File: config.mk
export PLATFORM = sky130hd
export DESIGN_NAME = bpu
export DESIGN_NICKNAME = d
export VERILOG_FILES = /design/src/rtl/core_pkg.sv /design/src/rtl/fetch_pkg.sv /design/src/rtl/bpu_res_if.sv /design/src/rtl/pred_table.sv /design/src/rtl/gshare.sv /design/src/rtl/btb.sv /design/src/rtl/bpu.sv
export VERILOG_INCLUDE_DIRS = /design/src /design/src/rtl
export SDC_FILE = /design/constraint.sdc
export NUM_CORES = 1
export LEC_CHECK = 0
export BUFFER_PORTS_ARGS = -buffer_cell sky130_fd_sc_hd__buf_2
export CORE_UTILIZATION = 35
export CTS_BUF_LIST = sky130_fd_sc_hd__clkbuf_8
export DETAILED_ROUTE_END_ITERATION = 7
export GPL_ROUTABILITY_DRIVEN = 0
export GPL_TIMING_DRIVEN = 0
export PLACE_DENSITY = 0.51
export SETUP_SLACK_MARGIN = 0.3
export SLEW_MARGIN = 0
export SYNTH_ARGS = -nofsm -noshare
export SYNTH_HDL_FRONTEND = slang
export SYNTH_HIERARCHICAL = 1
export SYNTH_SLANG_ARGS = --single-unit
File: constraint.sdc
create_clock -name clk_i -period 7.8 [get_ports clk_i]
set_input_delay 0.39 -clock clk_i [delete_from_list [all_inputs] [get_ports clk_i]]
set_output_delay 0.39 -clock clk_i [all_outputs]
set_load 0.01 [all_outputs]
File: src/rtl/bpu_macros.svh
`ifndef BPU_MACROS_SVH
`define BPU_MACROS_SVH

// Width of every fetch address
`define XLEN 32

// Low PC bits that are always zero for 32-bit instructions
// Indexing and stored targets skip them
`define BPU_OFFSET 2

// Default global history length
// This is also the gshare index width
`define BPU_HLEN_DEF 4

// Default BTB index width, 2^N direct-mapped entries
`define BPU_BTB_BITS_DEF 4

`endif

File: src/rtl/core_pkg.sv
package core_pkg;

`include "bpu_macros.svh"

  // Plain byte address as seen by fetch
  typedef logic [`XLEN-1:0] addr_t;

endpackage

File: src/rtl/fetch_pkg.sv
package fetch_pkg;

  import core_pkg::*;

  // Two-bit saturating counter
  // Counting up means more confident in taken
  typedef enum logic [1:0] {
    SNT = 2'b00,
    WNT = 2'b01,
    WT  = 2'b10,
    ST  = 2'b11
  } c2b_t;

  // Outcome of one resolved branch from the branch unit
  typedef struct packed {
    addr_t pc;
    addr_t target;
    logic  taken;
    logic  mispredict;
  } resolution_t;

  // Prediction returned to fetch in the same cycle
  typedef struct packed {
    addr_t pc;
    logic  hit;
    logic  taken;
    addr_t target;
  } prediction_t;

endpackage

File: src/rtl/bpu_res_if.sv
`timescale 1ns/1ps

// One branch resolution, valid only in cycles where valid is high
interface bpu_res_if
  import core_pkg::*;
();

  logic  valid;
  addr_t pc;
  addr_t target;
  logic  taken;
  logic  mispredict;

  // Top level drives the resolution
  modport src (output valid, pc, target, taken, mispredict);

  // Direction predictor only needs the outcome and where it came from
  modport gsh (input valid, pc, taken);

  // BTB needs the full resolution
  modport btb (input valid, pc, target, taken, mispredict);

endinterface

File: src/rtl/pred_table.sv
`timescale 1ns/1ps

// Flip-flop table shared by the counters and the BTB entries
module pred_table #(
  parameter int unsigned DEPTH_BITS = 4,
  parameter type         entry_t    = logic [1:0],
  parameter entry_t      RESET_VAL  = entry_t'('0)
) (
  input  logic                  clk_i,
  input  logic                  reset_i,
  input  logic                  clear_i,
  input  logic [DEPTH_BITS-1:0] rd_idx_i,
  input  logic                  wr_en_i,
  input  logic [DEPTH_BITS-1:0] wr_idx_i,
  input  entry_t                wr_data_i,
  output entry_t                rd_data_o
);

  localparam int unsigned DEPTH = 1 << DEPTH_BITS;

  // Storage, one entry per index
  entry_t table_q [DEPTH];

  // Reset and clear load every entry, clear beats a write in the same cycle
  always_ff @(posedge clk_i) begin
    if (reset_i || clear_i) begin
      for (int i = 0; i < DEPTH; i++) begin
        table_q[i] <= RESET_VAL;
      end
    end else if (wr_en_i) begin
      // New value visible on the read port after this edge
      table_q[wr_idx_i] <= wr_data_i;
    end
  end

  // Combinational lookup
  assign rd_data_o = table_q[rd_idx_i];

endmodule

File: src/rtl/gshare.sv
`timescale 1ns/1ps

`include "bpu_macros.svh"

// Gshare direction predictor
module gshare
  import core_pkg::*;
  import fetch_pkg::*;
#(
  parameter int unsigned HLEN     = `BPU_HLEN_DEF,
  parameter c2b_t        INIT_C2B = WNT
) (
  input  logic          clk_i,
  input  logic          reset_i,
  input  logic          flush_i,
  input  addr_t         curr_pc_i,
  bpu_res_if.gsh        res,
  output logic          taken_o
);

  localparam int unsigned OFF = `BPU_OFFSET;

  logic [HLEN-1:0] hist_q;
  logic [HLEN-1:0] rd_idx;
  logic [HLEN-1:0] res_idx;
  c2b_t            rd_c2b;
  c2b_t            res_c2b;
  c2b_t            upd_c2b;

  // PC word bits hashed with the global history
  assign rd_idx  = curr_pc_i[OFF+HLEN-1:OFF] ^ hist_q;
  // Resolution is hashed with the same history that is current now
  assign res_idx = res.pc[OFF+HLEN-1:OFF] ^ hist_q;

  // Global history, newest outcome at bit 0
  always_ff @(posedge clk_i) begin
    if (reset_i || flush_i) begin
      hist_q <= '0;
    end else if (res.valid) begin
      hist_q <= {hist_q[HLEN-2:0], res.taken};
    end
  end

  // Saturating counter step
  always_comb begin
    unique case (res_c2b)
      SNT:     upd_c2b = res.taken ? WNT : SNT;
      WNT:     upd_c2b = res.taken ? WT  : SNT;
      WT:      upd_c2b = res.taken ? ST  : WNT;
      default: upd_c2b = res.taken ? ST  : WT;
    endcase
  end

  // Lookup copy of the counters, read with the fetch PC
  pred_table #(
    .DEPTH_BITS(HLEN),
    .entry_t   (c2b_t),
    .RESET_VAL (INIT_C2B)
  ) u_pred_tab (
    .clk_i    (clk_i),
    .reset_i  (reset_i),
    .clear_i  (flush_i),
    .rd_idx_i (rd_idx),
    .wr_en_i  (res.valid),
    .wr_idx_i (res_idx),
    .wr_data_i(upd_c2b),
    .rd_data_o(rd_c2b)
  );

  // Update copy with identical writes
  // gives the second read port for read-modify-write
  pred_table #(
    .DEPTH_BITS(HLEN),
    .entry_t   (c2b_t),
    .RESET_VAL (INIT_C2B)
  ) u_upd_tab (
    .clk_i    (clk_i),
    .reset_i  (reset_i),
    .clear_i  (flush_i),
    .rd_idx_i (res_idx),
    .wr_en_i  (res.valid),
    .wr_idx_i (res_idx),
    .wr_data_i(upd_c2b),
    .rd_data_o(res_c2b)
  );

  // Upper counter bit is the direction
  assign taken_o = rd_c2b[1];

endmodule

File: src/rtl/btb.sv
`timescale 1ns/1ps

`include "bpu_macros.svh"

// Direct-mapped, fully tagged branch target buffer
module btb
  import core_pkg::*;
#(
  parameter int unsigned BTB_BITS = `BPU_BTB_BITS_DEF
) (
  input  logic                         clk_i,
  input  logic                         reset_i,
  input  logic                         flush_i,
  input  addr_t                        curr_pc_i,
  bpu_res_if.btb                       res,
  output logic                         hit_o,
  output logic [`XLEN-`BPU_OFFSET-1:0] target_o
);

  localparam int unsigned OFF   = `BPU_OFFSET;
  localparam int unsigned TAG_W = `XLEN - OFF - BTB_BITS;
  localparam int unsigned TGT_W = `XLEN - OFF;

  // Entry layout depends on BTB_BITS
  typedef struct packed {
    logic             valid;
    logic [TAG_W-1:0] tag;
    logic [TGT_W-1:0] target;
  } btb_entry_t;

  logic [BTB_BITS-1:0] rd_idx;
  logic [BTB_BITS-1:0] wr_idx;
  logic [TAG_W-1:0]    rd_tag;
  logic                wr_en;
  btb_entry_t          wr_entry;
  btb_entry_t          rd_entry;

  // Index right above the offset, tag is everything higher
  assign rd_idx = curr_pc_i[OFF+BTB_BITS-1:OFF];
  assign rd_tag = curr_pc_i[`XLEN-1:OFF+BTB_BITS];
  assign wr_idx = res.pc[OFF+BTB_BITS-1:OFF];

  // Taken inserts
  // mispredicted not-taken deletes
  // correct not-taken leaves the entry alone
  assign wr_en = res.valid && (res.taken || res.mispredict);

  assign wr_entry.valid  = res.taken;
  assign wr_entry.tag    = res.pc[`XLEN-1:OFF+BTB_BITS];
  assign wr_entry.target = res.target[`XLEN-1:OFF];

  pred_table #(
    .DEPTH_BITS(BTB_BITS),
    .entry_t   (btb_entry_t),
    .RESET_VAL ('0)
  ) u_btb_tab (
    .clk_i    (clk_i),
    .reset_i  (reset_i),
    .clear_i  (flush_i),
    .rd_idx_i (rd_idx),
    .wr_en_i  (wr_en),
    .wr_idx_i (wr_idx),
    .wr_data_i(wr_entry),
    .rd_data_o(rd_entry)
  );

  // Hit needs a live entry owned by this exact PC
  assign hit_o    = rd_entry.valid && (rd_entry.tag == rd_tag);
  assign target_o = rd_entry.target;

endmodule

File: src/rtl/bpu.sv
`timescale 1ns/1ps

`include "bpu_macros.svh"

// Branch prediction unit, gshare direction plus BTB target
module bpu
  import core_pkg::*;
  import fetch_pkg::*;
#(
  parameter int unsigned HLEN     = `BPU_HLEN_DEF,
  parameter int unsigned BTB_BITS = `BPU_BTB_BITS_DEF
) (
  input  logic        clk_i,
  input  logic        reset_i,
  input  logic        flush_i,
  input  addr_t       curr_pc_i,
  input  logic        res_valid_i,
  input  addr_t       res_pc_i,
  input  addr_t       res_target_i,
  input  logic        res_taken_i,
  input  logic        res_mispredict_i,
  output prediction_t pred_o
);

  logic                         gsh_taken;
  logic                         btb_hit;
  logic [`XLEN-`BPU_OFFSET-1:0] btb_target;

  // Resolution bundle shared by both predictors
  bpu_res_if u_res_if ();

  assign u_res_if.valid      = res_valid_i;
  assign u_res_if.pc         = res_pc_i;
  assign u_res_if.target     = res_target_i;
  assign u_res_if.taken      = res_taken_i;
  assign u_res_if.mispredict = res_mispredict_i;

  // Direction
  gshare #(
    .HLEN    (HLEN),
    .INIT_C2B(WNT)
  ) u_gshare (
    .clk_i    (clk_i),
    .reset_i  (reset_i),
    .flush_i  (flush_i),
    .curr_pc_i(curr_pc_i),
    .res      (u_res_if.gsh),
    .taken_o  (gsh_taken)
  );

  // Target
  btb #(
    .BTB_BITS(BTB_BITS)
  ) u_btb (
    .clk_i    (clk_i),
    .reset_i  (reset_i),
    .flush_i  (flush_i),
    .curr_pc_i(curr_pc_i),
    .res      (u_res_if.btb),
    .hit_o    (btb_hit),
    .target_o (btb_target)
  );

  // Prediction is purely combinational from the current PC and table state
  assign pred_o.pc     = curr_pc_i;
  assign pred_o.hit    = btb_hit;
  assign pred_o.taken  = gsh_taken;
  // Stored target is word aligned, restore the zero offset bits
  assign pred_o.target = {btb_target, {`BPU_OFFSET{1'b0}}};

endmodule

# Word level (Yosys, flattened, before mapping)
# Memory sizes are Yosys's and may differ from the RTL's.
# Cells that the tools add are included.
[totals]
ff_bits = 4
latch_bits = 0
ramBits = 976
rom_bits = 0
inputBits = 102
wordCells = 39
mem_count = 3
[memory_table]
columns = ["name", "depth", "word_bits", "read_ports", "rd_clocked_by_memory_dff", "write_ports", "line", "text"]
rows = [
  ["u_btb.u_btb_tab.table_q", 16, 57, 1, 0, 16, "pred_table.sv:22", "entry_t table_q [DEPTH];"],
  ["u_gshare.u_pred_tab.table_q", 16, 2, 1, 0, 16, "pred_table.sv:22", ""],
  ["u_gshare.u_upd_tab.table_q", 16, 2, 1, 0, 16, "pred_table.sv:22", ""],
]
[classes]
addsub = 0
multipliers = 0
div = 0
order_cmp = 0
eq_ne = 3
n_shift = 0
mux = 22
n_bitwise = 2
reduce_logical = 8
[ops]
columns = ["operator", "count"]
rows = [
  ["two-way mux 57 bit", 1],
  ["OR reduction 57 bit", 1],
  ["== test 26 bit", 1],
  ["two-way mux 1 bit", 13],
  ["two-way mux 4 bit", 3],
  ["two-way mux 2 bit", 4],
  ["XOR 4 bit", 2],
  ["one-hot mux 2 bit (3 select lines)", 1],
  ["OR reduction 2 bit", 2],
  ["== test 2 x 1 -> 1 bit (second input constant)", 1],
  ["== test 2 bit (second input constant)", 1],
  ["logical AND 1 bit", 2],
  ["logical NOT 2 bit", 1],
  ["logical OR 1 bit", 2],
]

# Logic depth before layout (Yosys ltp)
[depth]
ltp_word = 7
depth_mapped = 11
depth_no_buf = 8

# Modules after synthesis
# The synthesis kept the hierarchy.
[modules_own_cells]
columns = ["module", "n_inst", "cells_per_inst", "area_each_um2", "seq_area_each_um2"]
rows = [
  ["pred_table at u_btb.u_btb_tab", 1, 2686, 38932.3, 27386.3],
  ["pred_table at u_gshare.u_pred_tab ...", 2, 126, 1586.5, 960.9],
  ["btb", 1, 36, 297.8, 0.0],
  ["bpu", 1, 37, 274.0, 0.0],
  ["gshare", 1, 24, 239.0, 80.1],
]

# Least setup slack after synthesis
# Ideal clock, no wire load.
[synth_timing]
path_type = "in2reg"
from = "input flush_i"
to = "memory u_btb/u_btb_tab/table_q[5][0] (netlist name) (enable)"
arrival_time_ps = 5179
t_required_ps = 7249
slack_ps = 2070
path_stages = 5
n_path_buf = 2
path_cell_list = "nor2_1 buf_2 nand4b_1 clkbuf_1 o21ai_0"
[synth_lines]
columns = ["item", "line", "text"]
rows = [
  ["from (decl)", "bpu.sv:15", "input logic flush_i,"],
  ["to (decl)", "pred_table.sv:22", ""],
]

==> reports/metrics.sh <==
GRT_FIRST_PASS_WIRELENGTH_MM=187
SYNTHCELLS=2987
POWER_FRAC_COMB=0.093
GRT_USE_TOTAL=0.214
MAX_TRANSITION_VIOLS_FINAL=0
DIE_WIDTH_UM=349
PIN_COUNT_OF_THE_BIGGEST_NET_ENTERING_GLOBAL_ROUTING=23
PWR-SHARE-SEQ=0.541
FINALNONFILLERCELLS=5148
CRIT_TYPE='in -> out'
AREAGROWTHSYNTHTOFINISH_PCT=17.7
FLOORPLAN_CORE_AREA_SQ_UM=120000
CLKSINKCOUNT=964
CORE.ROWCOUNT=127
TRITONCTS.NUM_BUFFERS=166
DRTANTENNAVIOLNETS=0
FINAL_MIN_PERIOD_OVER_CLOCK_PERIOD=0.677
P_SW_uW=2750
SYN-CELL-AREA_SQ_UM=42200
INTPOWER_uW=8370
P_LEAK_uW=0.0174
DRT_PRE_ANTENNA_ITERS=6
HOLD_PATH.CLASS='in -> reg'
OVERFLOW=0
DRCVIOLATIONCOUNT=0
SLEW_MARGIN_REL=0.0124
AREA_OCCUPIED_BY_MULTI_INPUT_GATES_SQ_UM=12300
DRT_FIRST_ITER_VIOLATIONS=2592
AVERAGE_INSTANCE_AREA_AFTER_SYNTHESIS_SQ_UM=14.1
FP.DIEH_UM=349
PATH_CLK_SLEW_NS=0.06
CTS_TREE='done'
VIAS=26800
INITIAL_CORE_UTIL=0.352
SYNTHESIS.YOSYS.WARNINGS=6
DRV_CAP=0
FINALINSTANCEAREA_SQ_UM=49600
TIMING.CRITICAL_PATH.FANOUT_MAX=10
POST_DRT_VIA_CELL_RATIO=5.21
IRDROPWORSTVDD_uV=168
SEQCELLAREA_SQ_UM=28900
CLK_LATENCY_NS=0.84
GRT_ANTENNA_BEFORE_REPAIR=5
IO_PINS=168
CP-END-KIND='output port'
WORST_CLOCK_SKEW_NS=0.0174
N_FILL_CELL=11400
BUFFER_PORTS.INSERTED=159
REQUIRED_NS=7.41
PLACED_CELLS_INCL_TAPS=4804
HPWL_MM=88.7
CLOCK-ROOT-BUFFER='sky130_fd_sc_hd__clkbuf_8'
PWR-SHARE-CLK=0.366
FIN_SETUP_TNS_NS=0
TIMING_WORST_SLEW_PIN_VALUE_NS=1.48
RUN_STATUS='finished, final reports clean'
NUMBER_OF_GLOBAL_ROUTE_VIAS_BEFORE_REPAIR=27400
PLACEDINSTANCEAREA_SQ_UM=46200
POST-ROUTE-UTIL=0.414
POWER_PER_CELL_AREA_nW_PER_UM2=224
SW_FRAC_OF_TOTAL=0.247
FP.DIEAREA_SQ_UM=122000
CTS-HTREE-LEVELS=4
LAYOUT.NETS=3515
TIMING_HOLD_VIOLATIONS_FINAL=0
GRT_SETUP_UNREPAIRED='false'
FINALWORSTPATHREQUIREDPERIOD_NS=5.28
ROUTED_WL_MM=130
CLOCKBUFFERDEPTH=3
WORST-ENDPOINT-ARRIVAL_NS=4.89
SETUP_VIOL_COUNT_FINAL=0
SHARE_OF_LAYOUT_CELLS_ABOVE_DRIVE_STRENGTH_1=0.208
FMAX_GHz=0.189
ROUTEDWLPERCELL_UM=25.3
TOTALPOWERFINAL_uW=11100
CRITPATHLAUNCHTYPE='input pin'
## critical path, stage by stage
cell                       delay (ns)
sky130_fd_sc_hd__buf_2           0.20
sky130_fd_sc_hd__clkbuf_1        0.73
sky130_fd_sc_hd__clkbuf_1        0.80
sky130_fd_sc_hd__mux4_2          0.42
sky130_fd_sc_hd__a22oi_1         0.25
sky130_fd_sc_hd__nand2_1         0.30
sky130_fd_sc_hd__xnor2_1         0.22
sky130_fd_sc_hd__nand4_1         0.26
sky130_fd_sc_hd__or4_1           0.69
sky130_fd_sc_hd__nor4_2          0.35
sky130_fd_sc_hd__buf_4           0.15
sky130_fd_sc_hd__buf_2           0.12
## power by group through the flow
stage	clock network, uW	logic [uW]	registers, uW
finish	4080	1030	6020
detailed placement	0	1020	6120
global placement	0	944	6200
CTS	4190	1050	6020
global route	4400	1090	6040
floorplan	0	559	6130
## area by class of cell
cell class	count	share of cell area
Sequential cell	964	0.582
Multi-Input combinational cell	1774	0.247
Clock buffer	172	0.0477
Timing Repair Buffer	257	0.0476
Tap cell	1612	0.0406
Buffer	249	0.0243
Clock inverter	115	0.00988
Antenna cell	4	0.000202
Inverter	1	0.0000756
## layout by cell type (no fill, tap or decap), drive strengths merged, types with 2 or more instances in the layout
cell type      n
conb           2
or2            3
nor3           4
clkinvlp       5
nand4bb        3
nand2        309
dlygate4sd3   53
xor2           8
o21ai         48
dfxtp          4
nand2b         6
mux2i          4
and4b          2
mux4         240
nand3b         4
nand3          9
diode          4
nor2         957
a22oi        117
inv           59
maj3           2
xnor2         26
nand4b         6
nor2b          8
edfxtp       960
buf          288
and2           2
nand4          9
clkinv        52
clkbuf       337
## registers in the layout, indices dropped and copies added (netlist names)
signal / cells
u_btb/u_btb_tab/table_q: 912
u_gshare/u_upd_tab/table_q: 32
u_gshare/u_pred_tab/table_q: 16
u_gshare/hist_q: 4
## final timing paths
check                                  startpoint                                               end  slack, ns  cells past startpoint
setup / recovery                     curr_pc_i[3]                                        pred_o[33]       2.52                     12
hold / removal                        res_pc_i[7]     u_btb/u_btb_tab/table_q[11][31]$_SDFFCE_PN0P_       0.07                      3
setup reg to reg  u_gshare/hist_q[1]$_SDFFE_PP0P_  u_gshare/u_pred_tab/table_q[11][1]$_SDFFCE_PN0P_       4.30                      8
hold reg to reg   u_gshare/hist_q[1]$_SDFFE_PP0P_                   u_gshare/hist_q[1]$_SDFFE_PP0P_       0.59                      2
## per-layer routing
layer / global-route usage / up-vias / part of all wire
met4: 0.0615 / 0 / 0.023
met5: 0 / - / 0
met2: 0.354 / 1078 / 0.49
met3: 0.0345 / 184 / 0.070
li1: - / 11800 / -
met1: 0.291 / 13700 / 0.42
## through the flow
stage               hold slack (ns)  setup WS (ns)
CTS                       0.0000885           2.42
global placement              0.555          -4.53
finish                       0.0656           2.52
detailed placement            0.573           2.42
global route                 0.0333           2.43
floorplan                     0.467           2.07
## timing repair
action                                 CTS  global route
endpoints found under the hold margin  595             0
buffers inserted                         0             0
gates resized for setup                  0             0
hold buffers                            53             0
setup endpoints to repair                0             0
Note: power is estimated with default switching activity, not from simulation.
